`src/fp16_mac_consts.svh`:
```
`ifndef FP16_MAC_CONSTS_SVH
`define FP16_MAC_CONSTS_SVH

// half precision word layout
`define FP16_W      16
`define EXP_W       5
`define MAN_W       10
`define SIG_W       11      // fraction plus hidden bit
`define IEXP_W      7       // signed internal exponent
`define EXP_BIAS    15

// datapath widths
`define PROD_W      22
`define ACC_W       33      // add result carries one more bit for the sign

// result limits
`define ALIGN_MAX   21      // larger shifts leave nothing of the addend
`define EXP_MAX     30
`define MAX_FINITE  15'h7BFF

`define TAG_W       2

`endif
```
`src/fp16_mac_pkg.sv`:
```
`include "fp16_mac_consts.svh"

package fp16_mac_pkg;

    typedef struct packed {
        logic                 sign;
        logic [`EXP_W-1:0]    exp;      // biased
        logic [`MAN_W-1:0]    frac;
    } fp16_fields_s;

    // raw bus word or its fields
    typedef union packed {
        logic [`FP16_W-1:0]   raw;
        fp16_fields_s         f;
    } fp16_word_u;

endpackage

```
`src/fp16_mac.sv`:
```
`timescale 1ns/1ps
`include "fp16_mac_consts.svh"

module fp16_mac (
    input  logic                        clk,
    input  logic                        rst,
    input  logic                        in_valid_i,
    input  logic [`TAG_W-1:0]           tag_i,
    input  fp16_mac_pkg::fp16_word_u    k_i,
    input  fp16_mac_pkg::fp16_word_u    x_i,
    input  fp16_mac_pkg::fp16_word_u    b_i,
    output logic                        out_valid_o,
    output logic [`TAG_W-1:0]           tag_o,
    output fp16_mac_pkg::fp16_word_u    result_o
);
    // unpack to product
    logic                       up_valid, k_sign, x_sign, b_sign;
    logic [`TAG_W-1:0]          up_tag;
    logic signed [`IEXP_W-1:0]  k_exp, x_exp, b_exp;
    logic [`SIG_W-1:0]          k_sig, x_sig, b_sig;

    // product to align
    logic                       pr_valid, prod_sign, pr_b_sign;
    logic [`TAG_W-1:0]          pr_tag;
    logic signed [`IEXP_W-1:0]  prod_exp, pr_b_exp;
    logic [`PROD_W-1:0]         prod_sig;
    logic [`SIG_W-1:0]          pr_b_sig;

    // align to normalize
    logic                       al_valid, sum_sign;
    logic [`TAG_W-1:0]          al_tag;
    logic signed [`IEXP_W-1:0]  sum_exp;
    logic [`ACC_W-1:0]          sum_mag;

    fp16_unpack fp16_unpack_inst (
        .clk(clk), .rst(rst), .valid_i(in_valid_i), .tag_i(tag_i),
        .k_i(k_i), .x_i(x_i), .b_i(b_i),
        .valid_o(up_valid), .tag_o(up_tag),
        .k_sign_o(k_sign), .k_exp_o(k_exp), .k_sig_o(k_sig),
        .x_sign_o(x_sign), .x_exp_o(x_exp), .x_sig_o(x_sig),
        .b_sign_o(b_sign), .b_exp_o(b_exp), .b_sig_o(b_sig)
    );

    fp16_product fp16_product_inst (
        .clk(clk), .rst(rst), .valid_i(up_valid), .tag_i(up_tag),
        .k_sign_i(k_sign), .k_exp_i(k_exp), .k_sig_i(k_sig),
        .x_sign_i(x_sign), .x_exp_i(x_exp), .x_sig_i(x_sig),
        .b_sign_i(b_sign), .b_exp_i(b_exp), .b_sig_i(b_sig),
        .valid_o(pr_valid), .tag_o(pr_tag),
        .prod_sign_o(prod_sign), .prod_exp_o(prod_exp), .prod_sig_o(prod_sig),
        .b_sign_o(pr_b_sign), .b_exp_o(pr_b_exp), .b_sig_o(pr_b_sig)
    );

    fp16_align_add fp16_align_add_inst (
        .clk(clk), .rst(rst), .valid_i(pr_valid), .tag_i(pr_tag),
        .prod_sign_i(prod_sign), .prod_exp_i(prod_exp), .prod_sig_i(prod_sig),
        .b_sign_i(pr_b_sign), .b_exp_i(pr_b_exp), .b_sig_i(pr_b_sig),
        .valid_o(al_valid), .tag_o(al_tag),
        .sum_sign_o(sum_sign), .sum_exp_o(sum_exp), .sum_mag_o(sum_mag)
    );

    fp16_normalize_round fp16_normalize_round_inst (
        .clk(clk), .rst(rst), .valid_i(al_valid), .tag_i(al_tag),
        .sum_sign_i(sum_sign), .sum_exp_i(sum_exp), .sum_mag_i(sum_mag),
        .valid_o(out_valid_o), .tag_o(tag_o), .result_o(result_o)
    );

endmodule

```
`src/fp16_normalize_round.sv`:
```
`timescale 1ns/1ps
`include "fp16_mac_consts.svh"

module fp16_normalize_round (
    input  logic                        clk,
    input  logic                        rst,
    input  logic                        valid_i,
    input  logic [`TAG_W-1:0]           tag_i,
    input  logic                        sum_sign_i,
    input  logic signed [`IEXP_W-1:0]   sum_exp_i,
    input  logic [`ACC_W-1:0]           sum_mag_i,
    output logic                        valid_o,
    output logic [`TAG_W-1:0]           tag_o,
    output fp16_mac_pkg::fp16_word_u    result_o
);
    import fp16_mac_pkg::*;

    localparam int LZ_W = $clog2(`ACC_W + 1);

    function automatic logic [LZ_W-1:0] lead_zeros(logic [`ACC_W-1:0] v);
        logic [LZ_W-1:0] n;
        n = LZ_W'(`ACC_W);
        for (int i = 0; i < `ACC_W; i++)
            if (v[i])
                n = LZ_W'(`ACC_W - 1 - i);   // highest set bit wins
        return n;
    endfunction

    logic [LZ_W-1:0]            lz;
    logic [`ACC_W-1:0]          norm;

    logic                       s8_valid, s8_sign, s8_rnd;
    logic [`TAG_W-1:0]          s8_tag;
    logic signed [`IEXP_W-1:0]  s8_exp;
    logic [`SIG_W-1:0]          s8_sig;

    logic [`IEXP_W-1:0]         dn_shift;
    logic [`SIG_W:0]            dn_ext;     // first discarded bit at 0
    logic [`SIG_W-1:0]          dn_sig;
    logic [`SIG_W:0]            nr_sum;

    logic                       s9_valid, s9_sign;
    logic [`TAG_W-1:0]          s9_tag;
    logic signed [`IEXP_W-1:0]  s9_exp;
    logic [`SIG_W-1:0]          s9_sig;

    fp16_word_u                 res_w;

    always_ff @(posedge clk) begin
        if (rst) begin
            s8_valid <= 1'b0;
            s9_valid <= 1'b0;
        end else begin
            s8_valid <= valid_i;
            s9_valid <= s8_valid;
        end
    end

    ////////////////////////////////////////
    // stage 8 leading one

    always_comb begin
        lz   = lead_zeros(sum_mag_i);
        norm = sum_mag_i << lz;     // leading one to the top bit
    end

    always_ff @(posedge clk) begin
        if (valid_i) begin
            s8_tag  <= tag_i;
            s8_sign <= sum_sign_i;
            s8_sig  <= norm[`ACC_W-1 -: `SIG_W];
            s8_rnd  <= norm[`ACC_W-1-`SIG_W];
            if (sum_mag_i == '0)
                s8_exp <= '0;
            else
                s8_exp <= sum_exp_i + `IEXP_W'(1) - `IEXP_W'(lz);
        end
    end

    ////////////////////////////////////////
    // stage 9 round

    always_comb begin
        dn_shift = `IEXP_W'(1) - s8_exp;
        dn_ext   = {s8_sig, 1'b0} >> dn_shift;
        dn_sig   = dn_ext[`SIG_W:1] + `SIG_W'(dn_ext[0]);
        nr_sum   = {1'b0, s8_sig} + {`SIG_W'(0), s8_rnd};
    end

    always_ff @(posedge clk) begin
        if (s8_valid) begin
            s9_tag  <= s8_tag;
            s9_sign <= s8_sign;
            if (s8_exp <= 0) begin
                s9_sig <= dn_sig;
                s9_exp <= dn_sig[`SIG_W-1] ? `IEXP_W'(1) : '0;  // rounded up to 0400
            end else if (nr_sum[`SIG_W]) begin
                s9_sig <= nr_sum[`SIG_W:1];
                s9_exp <= s8_exp + `IEXP_W'(1);
            end else begin
                s9_sig <= nr_sum[`SIG_W-1:0];
                s9_exp <= s8_exp;
            end
        end
    end

    ////////////////////////////////////////
    // stage 10 saturate and pack

    always_comb begin
        res_w = '0;
        if (s9_exp > `EXP_MAX) begin
            res_w.raw = {s9_sign, `MAX_FINITE};
        end else if (s9_sig != '0) begin
            res_w.f.sign = s9_sign;
            res_w.f.exp  = s9_exp[`EXP_W-1:0];
            res_w.f.frac = s9_sig[`MAN_W-1:0];
        end
    end

    always_ff @(posedge clk) begin
        if (rst) begin
            valid_o  <= 1'b0;
            tag_o    <= '0;
            result_o <= '0;
        end else begin
            valid_o <= s9_valid;
            if (s9_valid) begin
                tag_o    <= s9_tag;
                result_o <= res_w;
            end
        end
    end

    // no infinity or NaN ever leaves
    exp_range_a: assert property (@(posedge clk) disable iff (rst)
        valid_o |-> result_o.f.exp != '1)
        else $error("result has all-ones exponent");

endmodule

```
`src/fp16_align_add.sv`:
```
`timescale 1ns/1ps
`include "fp16_mac_consts.svh"

module fp16_align_add (
    input  logic                        clk,
    input  logic                        rst,
    input  logic                        valid_i,
    input  logic [`TAG_W-1:0]           tag_i,
    input  logic                        prod_sign_i,
    input  logic signed [`IEXP_W-1:0]   prod_exp_i,
    input  logic [`PROD_W-1:0]          prod_sig_i,
    input  logic                        b_sign_i,
    input  logic signed [`IEXP_W-1:0]   b_exp_i,
    input  logic [`SIG_W-1:0]           b_sig_i,
    output logic                        valid_o,
    output logic [`TAG_W-1:0]           tag_o,
    output logic                        sum_sign_o,
    output logic signed [`IEXP_W-1:0]   sum_exp_o,
    output logic [`ACC_W-1:0]           sum_mag_o
);
    logic                       prod_wins;
    logic [`IEXP_W-1:0]         exp_diff;   // negative wraps high
    logic [`ACC_W-1:0]          prod_mag, b_mag;

    logic                       s4_valid, s4_sign, s4_sub;
    logic [`TAG_W-1:0]          s4_tag;
    logic signed [`IEXP_W-1:0]  s4_exp;
    logic [`IEXP_W-1:0]         s4_shift;
    logic [`ACC_W-1:0]          s4_hi, s4_lo;

    logic                       s5_valid, s5_sign, s5_sub;
    logic [`TAG_W-1:0]          s5_tag;
    logic signed [`IEXP_W-1:0]  s5_exp;
    logic [`ACC_W-1:0]          s5_hi, s5_lo;

    logic                       s6_valid, s6_sign;
    logic [`TAG_W-1:0]          s6_tag;
    logic signed [`IEXP_W-1:0]  s6_exp;
    logic [`ACC_W:0]            s6_sum;     // top bit is the sign

    always_comb begin
        prod_wins = (b_exp_i == '0) || (prod_exp_i > b_exp_i);   // zero addend always loses
        exp_diff  = prod_wins ? prod_exp_i - b_exp_i : b_exp_i - prod_exp_i;
        // both leading ones land on bit 31
        prod_mag  = {1'b0, prod_sig_i[`PROD_W-2:0], {`SIG_W{1'b0}}};
        b_mag     = {1'b0, b_sig_i, {(`PROD_W-1){1'b0}}};
    end

    always_ff @(posedge clk) begin
        if (rst) begin
            s4_valid <= 1'b0;
            s5_valid <= 1'b0;
            s6_valid <= 1'b0;
            valid_o  <= 1'b0;
        end else begin
            s4_valid <= valid_i;
            s5_valid <= s4_valid;
            s6_valid <= s5_valid;
            valid_o  <= s6_valid;
        end
    end

    ////////////////////////////////////////
    // stage 4 compare, stage 5 align

    always_ff @(posedge clk) begin
        if (valid_i) begin
            s4_tag   <= tag_i;
            s4_sub   <= prod_sign_i ^ b_sign_i;
            s4_sign  <= prod_wins ? prod_sign_i : b_sign_i;
            s4_exp   <= prod_wins ? prod_exp_i : b_exp_i;
            s4_hi    <= prod_wins ? prod_mag : b_mag;
            s4_lo    <= prod_wins ? b_mag : prod_mag;
            s4_shift <= (exp_diff > `IEXP_W'(31)) ? `IEXP_W'(31) : exp_diff;
        end
    end

    always_ff @(posedge clk) begin
        if (s4_valid) begin
            s5_tag  <= s4_tag;
            s5_sub  <= s4_sub;
            s5_sign <= s4_sign;
            s5_exp  <= s4_exp;
            s5_hi   <= s4_hi;
            s5_lo   <= (s4_shift > `IEXP_W'(`ALIGN_MAX)) ? '0 : s4_lo >> s4_shift;
        end
    end

    ////////////////////////////////////////
    // stage 6 add, stage 7 magnitude

    always_ff @(posedge clk) begin
        if (s5_valid) begin
            s6_tag  <= s5_tag;
            s6_sign <= s5_sign;
            s6_exp  <= s5_exp;
            s6_sum  <= s5_sub ? {1'b0, s5_hi} - {1'b0, s5_lo}
                              : {1'b0, s5_hi} + {1'b0, s5_lo};
        end
    end

    always_ff @(posedge clk) begin
        if (s6_valid) begin
            tag_o      <= s6_tag;
            sum_exp_o  <= s6_exp;
            sum_sign_o <= s6_sign ^ s6_sum[`ACC_W];
            sum_mag_o  <= s6_sum[`ACC_W] ? `ACC_W'(-s6_sum) : s6_sum[`ACC_W-1:0];
        end
    end

endmodule

```
`src/fp16_product.sv`:
```
`timescale 1ns/1ps
`include "fp16_mac_consts.svh"

module fp16_product (
    input  logic                        clk,
    input  logic                        rst,
    input  logic                        valid_i,
    input  logic [`TAG_W-1:0]           tag_i,
    input  logic                        k_sign_i,
    input  logic signed [`IEXP_W-1:0]   k_exp_i,
    input  logic [`SIG_W-1:0]           k_sig_i,
    input  logic                        x_sign_i,
    input  logic signed [`IEXP_W-1:0]   x_exp_i,
    input  logic [`SIG_W-1:0]           x_sig_i,
    input  logic                        b_sign_i,
    input  logic signed [`IEXP_W-1:0]   b_exp_i,
    input  logic [`SIG_W-1:0]           b_sig_i,
    output logic                        valid_o,
    output logic [`TAG_W-1:0]           tag_o,
    output logic                        prod_sign_o,
    output logic signed [`IEXP_W-1:0]   prod_exp_o,
    output logic [`PROD_W-1:0]          prod_sig_o,
    output logic                        b_sign_o,
    output logic signed [`IEXP_W-1:0]   b_exp_o,
    output logic [`SIG_W-1:0]           b_sig_o
);
    logic                       s2_valid, s2_sign, s2_b_sign;
    logic [`TAG_W-1:0]          s2_tag;
    logic signed [`IEXP_W-1:0]  s2_exp, s2_b_exp;
    logic [`PROD_W-1:0]         s2_sig;
    logic [`SIG_W-1:0]          s2_b_sig;

    always_ff @(posedge clk) begin
        if (rst) begin
            s2_valid <= 1'b0;
            valid_o  <= 1'b0;
        end else begin
            s2_valid <= valid_i;
            valid_o  <= s2_valid;
        end
    end

    // stage 2 multiply
    always_ff @(posedge clk) begin
        if (valid_i) begin
            s2_tag    <= tag_i;
            s2_sign   <= k_sign_i ^ x_sign_i;
            s2_exp    <= k_exp_i + x_exp_i - `IEXP_W'(`EXP_BIAS);
            s2_sig    <= k_sig_i * x_sig_i;
            s2_b_sign <= b_sign_i;   // addend rides along
            s2_b_exp  <= b_exp_i;
            s2_b_sig  <= b_sig_i;
        end
    end

    // stage 3 product in [2,4) drops back to [1,2)
    always_ff @(posedge clk) begin
        if (s2_valid) begin
            tag_o       <= s2_tag;
            prod_sign_o <= s2_sign;
            b_sign_o    <= s2_b_sign;
            b_exp_o     <= s2_b_exp;
            b_sig_o     <= s2_b_sig;
            if (s2_sig[`PROD_W-1]) begin
                prod_sig_o <= s2_sig >> 1;
                prod_exp_o <= s2_exp + `IEXP_W'(1);
            end else begin
                prod_sig_o <= s2_sig;
                prod_exp_o <= s2_exp;
            end
        end
    end

    // two normal operands leave the leading one at bit 20
    prod_norm_a: assert property (@(posedge clk) disable iff (rst)
        valid_o && $past(k_sig_i[`SIG_W-1] && x_sig_i[`SIG_W-1], 2)
            |-> !prod_sig_o[`PROD_W-1] && prod_sig_o[`PROD_W-2])
        else $error("product of normal operands not in [1,2) after renormalize");

endmodule

```
`src/fp16_unpack.sv`:
```
`timescale 1ns/1ps
`include "fp16_mac_consts.svh"

module fp16_unpack (
    input  logic                        clk,
    input  logic                        rst,
    input  logic                        valid_i,
    input  logic [`TAG_W-1:0]           tag_i,
    input  fp16_mac_pkg::fp16_word_u    k_i,
    input  fp16_mac_pkg::fp16_word_u    x_i,
    input  fp16_mac_pkg::fp16_word_u    b_i,
    output logic                        valid_o,
    output logic [`TAG_W-1:0]           tag_o,
    output logic                        k_sign_o,
    output logic signed [`IEXP_W-1:0]   k_exp_o,
    output logic [`SIG_W-1:0]           k_sig_o,
    output logic                        x_sign_o,
    output logic signed [`IEXP_W-1:0]   x_exp_o,
    output logic [`SIG_W-1:0]           x_sig_o,
    output logic                        b_sign_o,
    output logic signed [`IEXP_W-1:0]   b_exp_o,
    output logic [`SIG_W-1:0]           b_sig_o
);
    import fp16_mac_pkg::*;

    // denormal gets exponent 1, true zero stays 0
    function automatic logic signed [`IEXP_W-1:0] int_exp(fp16_fields_s w);
        if (w.exp != '0)
            return `IEXP_W'(w.exp);
        return (w.frac != '0) ? `IEXP_W'(1) : '0;
    endfunction

    function automatic logic [`SIG_W-1:0] int_sig(fp16_fields_s w);
        return {w.exp != '0, w.frac};   // hidden bit only for normals
    endfunction

    always_ff @(posedge clk) begin
        if (rst)
            valid_o <= 1'b0;
        else
            valid_o <= valid_i;
    end

    always_ff @(posedge clk) begin
        if (valid_i) begin
            tag_o    <= tag_i;
            k_sign_o <= k_i.f.sign;
            k_exp_o  <= int_exp(k_i.f);
            k_sig_o  <= int_sig(k_i.f);
            x_sign_o <= x_i.f.sign;
            x_exp_o  <= int_exp(x_i.f);
            x_sig_o  <= int_sig(x_i.f);
            b_sign_o <= b_i.f.sign;
            b_exp_o  <= int_exp(b_i.f);
            b_sig_o  <= int_sig(b_i.f);
        end
    end

endmodule

```
`config.mk`:
```
export PLATFORM = sky130hd
export DESIGN_NAME = fp16_mac
export DESIGN_NICKNAME = d
export VERILOG_FILES = /design/src/fp16_mac_pkg.sv /design/src/fp16_mac.sv /design/src/fp16_normalize_round.sv /design/src/fp16_align_add.sv /design/src/fp16_product.sv /design/src/fp16_unpack.sv
export VERILOG_INCLUDE_DIRS = /design/src
export SDC_FILE = /design/constraint.sdc
export NUM_CORES = 1
export LEC_CHECK = 0
export BUFFER_PORTS_ARGS = -buffer_cell sky130_fd_sc_hd__buf_2
export CORE_MARGIN = 2
export CORE_UTILIZATION = 45
export DETAILED_ROUTE_END_ITERATION = 6
export PLACE_DENSITY = 0.59
export SKIP_CTS_REPAIR_TIMING = 1
export SYNTH_ARGS = -nofsm -noshare
export SYNTH_HDL_FRONTEND = slang
export SYNTH_SLANG_ARGS = --single-unit
```
`constraint.sdc`:
```
create_clock -name clk -period 5.8 [get_ports clk]
set_input_delay 0.58 -clock clk [delete_from_list [all_inputs] [get_ports clk]]
set_output_delay 0.58 -clock clk [all_outputs]
set_load 0.02 [all_outputs]
```
== Yosys cells after proc, flatten, opt, wreduce, memory -nomap -nowiden ==
Index checks and enable logic that the tools add are counted.

* Register bits after elaboration: 479
* Input port bits: 53
* Output and inout port bits: 19
* Logic and storage cells: 169

* Add/sub/neg operators: 14
* Multipliers: 1
* Order comparisons: 5
* Shift-type cells: 3
* Mux-type cells: 64
* Bitwise operators: 3
* Reduce and logical (&&, ||, !) cells: 10

{| class="wikitable"
|+ Operator list
! kind !! count
|-
| 2-to-1 mux 6 bit || 32
|-
| 2-to-1 mux 7 bit || 11
|-
| 2-to-1 mux 32 bit || 2
|-
| adder 33 x 33 -> 34 bit || 1
|-
| 2-to-1 mux 34 bit || 1
|-
| subtractor 33 x 33 -> 34 bit || 1
|-
| zero test 33 bit || 1
|-
| 2-to-1 mux 33 bit || 1
|-
| negation 33 bit || 1
|-
| << shifter 33 x 6 -> 33 bit || 1
|-
| >> shifter 33 x 7 -> 33 bit || 1
|-
| 2-to-1 mux 16 bit || 2
|-
| nonzero test 10 bit || 3
|-
| multiplier 11 x 11 -> 22 bit || 1
|-
| 2-to-1 mux 11 bit || 2
|-
| 2-to-1 mux 20 bit || 1
|-
| nonzero test 5 bit || 3
|-
| adder 7 x 2 -> 7 bit, second input constant || 2
|-
| greater-than comparator 7 x 5 -> 1 bit, second input constant || 2
|-
| subtractor 7 bit || 2
|-
| adder 11 x 1 -> 12 bit || 1
|-
| 2-to-1 mux 1 bit || 12
|-
| >> shifter 12 x 7 -> 12 bit || 1
|-
| adder 11 x 1 -> 11 bit || 1
|-
| other kinds (12) || 14
|}

== Longest topological paths before layout ==
Gate-level depths: netlist of run 1.

* Depth after elaboration: 34
* Gate-level depth with buffers: 21
* Depth with buffers taken out: 20

== Hierarchy ==
From an unflattened synthesis of run 1, not the netlist that was laid out.

* Cells, all modules: 2569
* Area total of the unflattened synthesis: 27470.1 µm²

{| class="wikitable"
|+ By module, submodules not included
! module !! times used !! cells an instance !! area an instance (µm²) !! sequential area each (µm²)
|-
| fp16_align_add || 1 || 1097 || 11858.9 || 6416.2
|-
| fp16_product || 1 || 661 || 7805.0 || 3072.9
|-
| fp16_normalize_round || 1 || 714 || 5960.7 || 1711.6
|-
| fp16_unpack || 1 || 97 || 1845.5 || 1611.5
|}

== Worst setup path before layout of run 1 ==
OpenSTA, ideal clock, no wires.

* Path type: flip-flop to flip-flop
* Start point: register fp16_unpack_inst.x_sig_o[4]
* End point: register fp16_product_inst.s2_sig[20], data pin
* Setup time: 0.259 ns
* Arrival time: 4.993 ns
* Required time: 5.541 ns
* Path slack: 0.548 ns
* Cell stages (with the launch flop): 19
* Path buffers: 1
* Clock period less this slack: 5.252 ns
* Path through: edfxtp_1 > clkbuf_1 > nand2_1 > fa_1 > inv_1 > fa_1 > inv_1 > fa_1 > inv_1 > fa_1 > fa_1 > ha_1 > or3_1 > o211ai_1 > o21ai_0 > o41ai_1 > o21ai_0 > o211ai_1 > xnor2_1

* Cells in the longest elaborated chain, start to end: 1

{| class="wikitable"
|+ Ends and longest elaborated chain
! item !! line !! RTL
|-
| start: declaration || fp16_unpack.sv:19 || <nowiki>output logic [`SIG_W-1:0] x_sig_o,</nowiki>
|-
| start signal: assignment || fp16_unpack.sv:52 || <nowiki>x_sig_o <= int_sig(x_i.f);</nowiki>
|-
| multiplier 11 x 11 -> 22 bit || fp16_product.sv:49 || <nowiki>s2_sig <= k_sig_i * x_sig_i;</nowiki>
|-
| end signal: assignment || fp16_product.sv:49 ||
|-
| end: declaration || fp16_product.sv:30 || <nowiki>logic [`PROD_W-1:0] s2_sig;</nowiki>
|}

Every way passes these cells.
A chain may end at the register's enable or synchronous reset.

== Final worst setup path of run 1 ==
* Start point: register fp16_unpack_inst.k_sig_o[1]
* End point: register fp16_product_inst.s2_sig[20], data pin

* Cells in the longest elaborated chain, start to end: 1

{| class="wikitable"
|+ Ends and longest elaborated chain
! item !! line !! RTL
|-
| start: declaration || fp16_unpack.sv:16 || <nowiki>output logic [`SIG_W-1:0] k_sig_o,</nowiki>
|-
| start signal: assignment || fp16_unpack.sv:49 || <nowiki>k_sig_o <= int_sig(k_i.f);</nowiki>
|-
| multiplier 11 x 11 -> 22 bit || fp16_product.sv:49 ||
|}

Every way passes these cells.

==> results.yml, run 1 <==
critical_path:
  crit_arrival_ps: 5780
  worstRegToRegCells: 16
  startpoint: "fp16_unpack_inst.k_sig_o[1]$_DFFE_PP_"
  rrSetupSlack_ps: 340
  crit_end: "fp16_product_inst.s2_sig[20]$_DFFE_PP_"
  worstReg2RegStart: "fp16_unpack_inst.k_sig_o[1]$_DFFE_PP_"
  crit_family: "adder cells"
  crit_slowest_cell: "fa_1"
  max_stage_delay_ps: 540
  cp_max_fo: 11
  cp_common_cell: "fa_1"
  r2r_end: "fp16_product_inst.s2_sig[20]$_DFFE_PP_"
  start_kind: "flip-flop"
  crit_path_end_kind: "flip-flop"
  path_buf_inv: 2
  crit_required_ps: 6120
  crit_path_cell_trace: "and2_1 -> fa_1 -> fa_1 -> inv_1 -> fa_1 -> inv_1 -> fa_1 -> fa_1 -> ha_1 -> or3_1 -> o211ai_1 -> o21ai_0 -> o41ai_2 -> o21ai_0 -> o211ai_1 -> xnor2_1"
  critPathKind: "reg2reg"
  path_depth: 16
global_routing:
  grt_antenna_before_repair: 0
  grt_pass1_vias: 16640
  grt_pass1_wl_um: 86910
  use_met2: 0.3366
  grtUsageMet1: 0.2159
  gr-total-overflow: 0
  use_met3: 0.02392
  grt_use_total: 0.1813
  grt_busiest_layer: "met2"
  grt_max_degree: 66
yosys:
  synthCells: 2255
  synth-edff-count: 404
  synthXorXnorAreaFrac: 0.05034
  ys.flop_type: "edfxtp_1"
  synth_seq_cells: 432
  synthArstFlopShare: 0
  netlist_area_mm2: 0.02592
  yosysWarnings: 0
  synthSimpleGateAreaFrac: 0.1278
  synth.area.mux_share: 0.07684
  seq_area_frac_synth: 0.4896
  synth_top_family_by_area: "simple AND/OR/NAND/NOR gates"
  synthAdderAreaFrac: 0.1238
  avgSynthCellArea_um2: 11.50
  ys_types: 88
  synth_compound_area_frac: 0.09354
sta:
  rsz0062_at_grt: "no"
  drv_slew: 0
  layout_min_cycle_time_ps: 5462
  setup_violations: 0
  min_period_over_period: 0.9417
  fmax_mhz: 183.1
  worst_slack_ps: 338.3
  tightest_slew_ps: 1255
  slew-limit-headroom: 0.1596
  tns_ps: 0
  finalHoldViolations: 0
  finClkSkew_ps: 10.60
clock_network:
  cts.reportedPaths.clkPinSlew_ps: 70
  clk_latency_ps: 560
  numCtsBuffers: 47
  cts_root_buf: "clkbuf_16"
  cts_tree: "yes"
  clockBufferDepth: 3
  cts_sinks: 432
  cts_max_level: 2
route:
  wl_per_cell_um: 17.49
  avgViaCountPerCell: 5.344
  ant_nets: 0
  drc: 1
  vias: 16540
  drt_iter0_drc: 1009
  routed_wirelength_um: 54130
  first_pass_iters: 7
place:
  dp_slack_ps: 93.52
  place_congestion: 0.8951
  dpl.hpwl_um: 42180
  numPortBuffers: 71
  dpl_cell_area_mm2: 0.02702
run_status:
  violations: "design-rule violations"
  status: "complete, but fails checks"
pwr:
  power.leakage_uw: 0.01115
  ir_worst_vdd_mv: 0.3305
  cellPowerDensity_mw_per_mm2: 325.4
cells_and_area:
  fin_area_mm2: 0.02861
  n_antenna_cell: 0
  layout-drive-gt1-share: 0.1245
  areaGrowthSynthToFinish_pct: 10.36
  layout.nets: 2562
  multi_input_area_mm2: 0.01229
  num-fill-cells: 5038
  post-route-util: 0.5044
  seq_area_mm2: 0.01270
floorplan:
  ios: 72
  core_mm2: 0.05671
  initial_utilization: 0.4571
  row_count: 87
  die_w_um: 244.0
  die_h_um: 244.0
  die_area_mm2: 0.05954
worst_hold_path:
  hold_class: "in2reg"
  min_path_cells: 1
job:
  cap_violations: 0
==> cell families after synthesis <==
| family | Yosys count |
|---|---|
| AND/OR/NAND/NOR | 670 |
| flip-flops | 432 |
| AO/OA/AOI/OAI | 362 |
| buffers and inverters | 259 |
| adder cells (fa/ha/maj) | 206 |
| multiplexers | 176 |
| XOR/XNOR | 149 |
| other | 1 |
==> state kept, by name (all words and copies together) (netlist names), 11 cells and up <==
signal,flops
fp16_align_add_inst.s4_hi,21
fp16_align_add_inst.s4_lo,21
fp16_align_add_inst.s5_hi,21
fp16_align_add_inst.s5_lo,32
fp16_align_add_inst.s6_sum,34
fp16_align_add_inst.sum_mag_o,33
fp16_normalize_round_inst.result_o,16
fp16_normalize_round_inst.s8_sig,11
fp16_normalize_round_inst.s9_sig,11
fp16_product_inst.b_sig_o,11
fp16_product_inst.prod_sig_o,21
fp16_product_inst.s2_b_sig,11
fp16_product_inst.s2_sig,22
fp16_unpack_inst.b_sig_o,11
fp16_unpack_inst.k_sig_o,11
fp16_unpack_inst.x_sig_o,11
==> routing by layer <==
metal / part of all wire / up-vias / wire [um]
met5: 0 / - / 0
met4: 0.030 / 0 / 1610
met3: 0.029 / 89 / 1574
met2: 0.52 / 241 / 28400
met1: 0.42 / 8001 / 22540
li1: - / 8204 / -
==> per-stage QoR <==
stage | total power (uW) | std cells | hold slack, ps
2_1_floorplan | 5829 | 2256 | 400.3
3_3_place_gp | 6381 | 3001 | 401.6
5_1_grt | 9916 | 3094 | 161.7
3_5_place_dp | 6404 | 3001 | 404.5
6_report | 9308 | 3094 | 197.4
4_1_cts | 9365 | 3085 | 154.2
==> worst min path at each step <==
stage                                                          to                                        start  slack (ps)
after global placement      fp16_align_add_inst.s6_sign$_DFFE_PP_        fp16_align_add_inst.s5_sign$_DFFE_PP_         400
after CTS                     fp16_unpack_inst.k_sign_o$_DFFE_PP_                                      k_i[15]         150
after floorplan           fp16_align_add_inst.s4_tag[0]$_DFFE_PP_         fp16_product_inst.tag_o[0]$_DFFE_PP_         400
final                         fp16_unpack_inst.tag_o[0]$_DFFE_PP_                                     tag_i[0]         200
after detailed placement  fp16_align_add_inst.s5_exp[5]$_DFFE_PP_  fp16_align_add_inst.s4_exp[5]$_SDFFCE_PP0P_         400
after global routing          fp16_unpack_inst.tag_o[0]$_DFFE_PP_                                     tag_i[0]         160
==> cells in the final DEF (no fill, tap or decap), types with 9 or more instances in the layout <==
cell type and count:
mux2i_1 100, nand2_1 186, edfxtp_1 404, buf_2 71, xnor2_1 114, nor2_1 164
o21bai_1 9, a31oi_1 15, clkbuf_16 47, or3_1 14, and2_1 83, buf_4 31
a21o_1 27, o31ai_1 13, mux4_2 12, nand2b_1 13, inv_1 149, a211oi_1 24
clkinv_1 11, o22a_1 10, o211ai_1 11, dfxtp_1 22, nor3_1 53, nor2b_1 34
xor2_1 35, mux2_2 64, nor4_1 20, o21ai_0 69, o21a_1 10, a21oi_1 90
ha_1 122, fa_1 84, or4_1 13, nand3_1 33, and3_1 14
==> cells in the mapped netlist (all sizes together), types with 10 or more instances <==
master	n	share of area
and2	85	0.021
ha	122	0.059
edfxtp	404	0.47
fa	84	0.065
nand2b	15	0.0042
buf	18	0.0031
and3	14	0.0034
a211oi	24	0.0070
nand2	187	0.027
a21o	27	0.0078
o21bai	10	0.0029
or4	15	0.0046
o31ai	13	0.0038
mux2	64	0.028
o211ai	11	0.0032
nor2b	34	0.0082
xnor2	114	0.039
mux4	12	0.010
a21oi	92	0.018
o22a	10	0.0034
nor2	165	0.024
xor2	35	0.012
mux2i	100	0.039
inv	152	0.022
o21ai	72	0.014
nand3	33	0.0064
dfxtp	28	0.022
o21a	10	0.0029
a31oi	16	0.0041
nor3	55	0.011
clkbuf	87	0.013
nor4	21	0.0056
or3	15	0.0038
==> report_power, final <==
group          internal [uW]  switching, uW  leakage (uW)
Clock                   1720           1190      0.000721
Sequential              3700            108       0.00400
Combinational           1200           1390       0.00642
==> area by class of cell <==
cell class                      instances  share of cell area
Sequential cell                       432              0.4439
Multi-Input combinational cell       1565              0.4295
Clock buffer                           54             0.04238
Tap cell                              756             0.03306
Timing Repair Buffer                  103             0.02073
Inverter                              154             0.02021
Clock inverter                         30             0.01023
No activity file was read; power rests on OpenSTA's default activity.
==> run 2, diff against run 1 <==
--- a/config.mk
+++ b/config.mk
@@ -10,7 +10,9 @@
 export CORE_MARGIN = 2
 export CORE_UTILIZATION = 45
 export DETAILED_ROUTE_END_ITERATION = 6
+export MAX_ROUTING_LAYER = met4
 export PLACE_DENSITY = 0.59
+export SETUP_SLACK_MARGIN = 0.4
 export SKIP_CTS_REPAIR_TIMING = 1
 export SYNTH_ARGS = -nofsm -noshare
 export SYNTH_HDL_FRONTEND = slang
==> run 2 against run 1 <==
The run now ends clean. Register-to-register slack improved by 190 ps. Via count increased by 1.0%. Critical endpoint unchanged. Combinational power increased by 13%.
==> results.yml, run 2 (synthesis results as in run 1) <==
worst_hold_path:
  hold_class: "in2reg"
cells_and_area:
  multi_input_area_mm2: 0.01237
  num-fill-cells: 5047
  seq_area_mm2: 0.01270
  largest_register_ff_count: 34
  layout.nets: 2582
  n_antenna_cell: 0
  final_common_cell: "edfxtp_1"
  finalNonFillerCells: 3118
  layout-drive-gt1-share: 0.1401
  top_register: "fp16_align_add_inst.s6_sum"
  areaGrowthSynthToFinish_pct: 12.02
  layout_common_cells: "edfxtp_1, nand2_1, nor2_1"
  largestRegisters: "fp16_align_add_inst.s6_sum: 34 flops, fp16_align_add_inst.sum_mag_o: 33 flops, fp16_align_add_inst.s5_lo: 32 flops"
route:
  routed_wirelength_um: 55640
  drt_iter0_drc: 1008
  wl_per_cell_um: 17.85
  drc: 0
  vias: 16700
  avgViaCountPerCell: 5.356
  first_pass_iters: 5
  ant_nets: 0
critical_path:
  start_kind: "flip-flop"
  path_buf_inv: 4
  crit_path_end_kind: "flip-flop"
  cp_max_fo: 7
  max_stage_delay_ps: 570
  crit_required_ps: 6130
  cp_common_cell: "fa_1"
  crit_family: "adder cells"
  crit_path_cell_trace: "nand2_2 -> fa_1 -> inv_1 -> fa_1 -> inv_1 -> fa_1 -> inv_1 -> fa_1 -> fa_1 -> ha_2 -> or2_2 -> o211ai_1 -> buf_4 -> o21ai_2 -> o41ai_4 -> o21ai_2 -> o211ai_1 -> xnor2_1"
  crit_slowest_cell: "fa_1"
  critPathKind: "reg2reg"
  crit_arrival_ps: 5610
pwr:
  power.leakage_uw: 0.01135
  ir_worst_vdd_mv: 0.3724
  cellPowerDensity_mw_per_mm2: 344.1
job:
  cap_violations: 0
global_routing:
  grt_pass1_wl_um: 88890
  grt_antenna_before_repair: 0
  grt_max_degree: 66
  grt_use_total: 0.1919
  grt_pass1_vias: 16860
  gr-total-overflow: 0
floorplan:
  core_mm2: 0.05671
  die_area_mm2: 0.05954
  row_count: 87
  die_w_um: 244.0
  initial_utilization: 0.4571
  ios: 72
  die_h_um: 244.0
sta:
  tns_ps: 0
  finClkSkew_ps: 26.27
  min_period_over_period: 0.9096
  layout_min_cycle_time_ps: 5276
  setup_violations: 0
  finalHoldViolations: 0
  slew-limit-headroom: 0.1451
  tightest_slew_ps: 1276
  worst_slack_ps: 524.5
  drv_slew: 0
  fmax_mhz: 189.6
  rsz0062_at_grt: "yes"
clock_network:
  clockBufferDepth: 3
  cts.reportedPaths.clkPinSlew_ps: 60
  clk_latency_ps: 590
  cts_tree: "yes"
  cts_sinks: 432
  numCtsBuffers: 48
  cts_max_level: 2
  cts_root_buf: "clkbuf_16"
run_status:
  status: "finished clean"
place:
  dpl.hpwl_um: 42430
  place_congestion: 0.9005
  dp_slack_ps: -22.40
  numPortBuffers: 71
  dp_cells: 3000
-- run 2: layout make-up --
type | instances | share of cell area
Clock buffer | 56 | 0.04313
Timing Repair Buffer | 122 | 0.02529
Clock inverter | 33 | 0.01573
Sequential cell | 432 | 0.4373
Multi-Input combinational cell | 1565 | 0.4260
Inverter | 154 | 0.01991
Tap cell | 756 | 0.03257
-- run 2: report_power, final --
group          total [uW]  internal, uW  leakage, uW  switching (uW)
clock                3270          2010     0.000829            1270
combinational        2920          1360      0.00652            1550
sequential           3800          3700      0.00400             103
-- run 2: routing by layer --
layer	part of all wire	global-route usage
met2	0.52	0.3404
met4	0.035	0.07048
met5	0	-
met3	0.025	0.02294
met1	0.42	0.2237
-- run 2: final timing paths --
kind	cells past startpoint	start	to	slack, ps
hold reg to reg	0	fp16_align_add_inst.s6_exp[2]$_DFFE_PP_	fp16_align_add_inst.sum_exp_o[2]$_DFFE_PP_	420
hold / removal	1	k_i[15]	fp16_unpack_inst.k_sign_o$_DFFE_PP_	170
setup reg to reg	18	fp16_unpack_inst.x_sig_o[4]$_DFFE_PP_	fp16_product_inst.s2_sig[20]$_DFFE_PP_	520
setup / recovery	18	fp16_unpack_inst.x_sig_o[4]$_DFFE_PP_	fp16_product_inst.s2_sig[20]$_DFFE_PP_	520
-- run 2: per-stage QoR --
stage	hold WS [ps]	instance area [um2]	utilization	total power (uW)
finish	167.7	29040	0.5120	9994
global route	137.0	29040	0.5120	10590
CTS	133.4	28720	0.5064	9753
global placement	400.7	27010	0.4763	6375
floorplan	400.3	25930	-	5829
detailed placement	404.5	27010	0.4763	6414
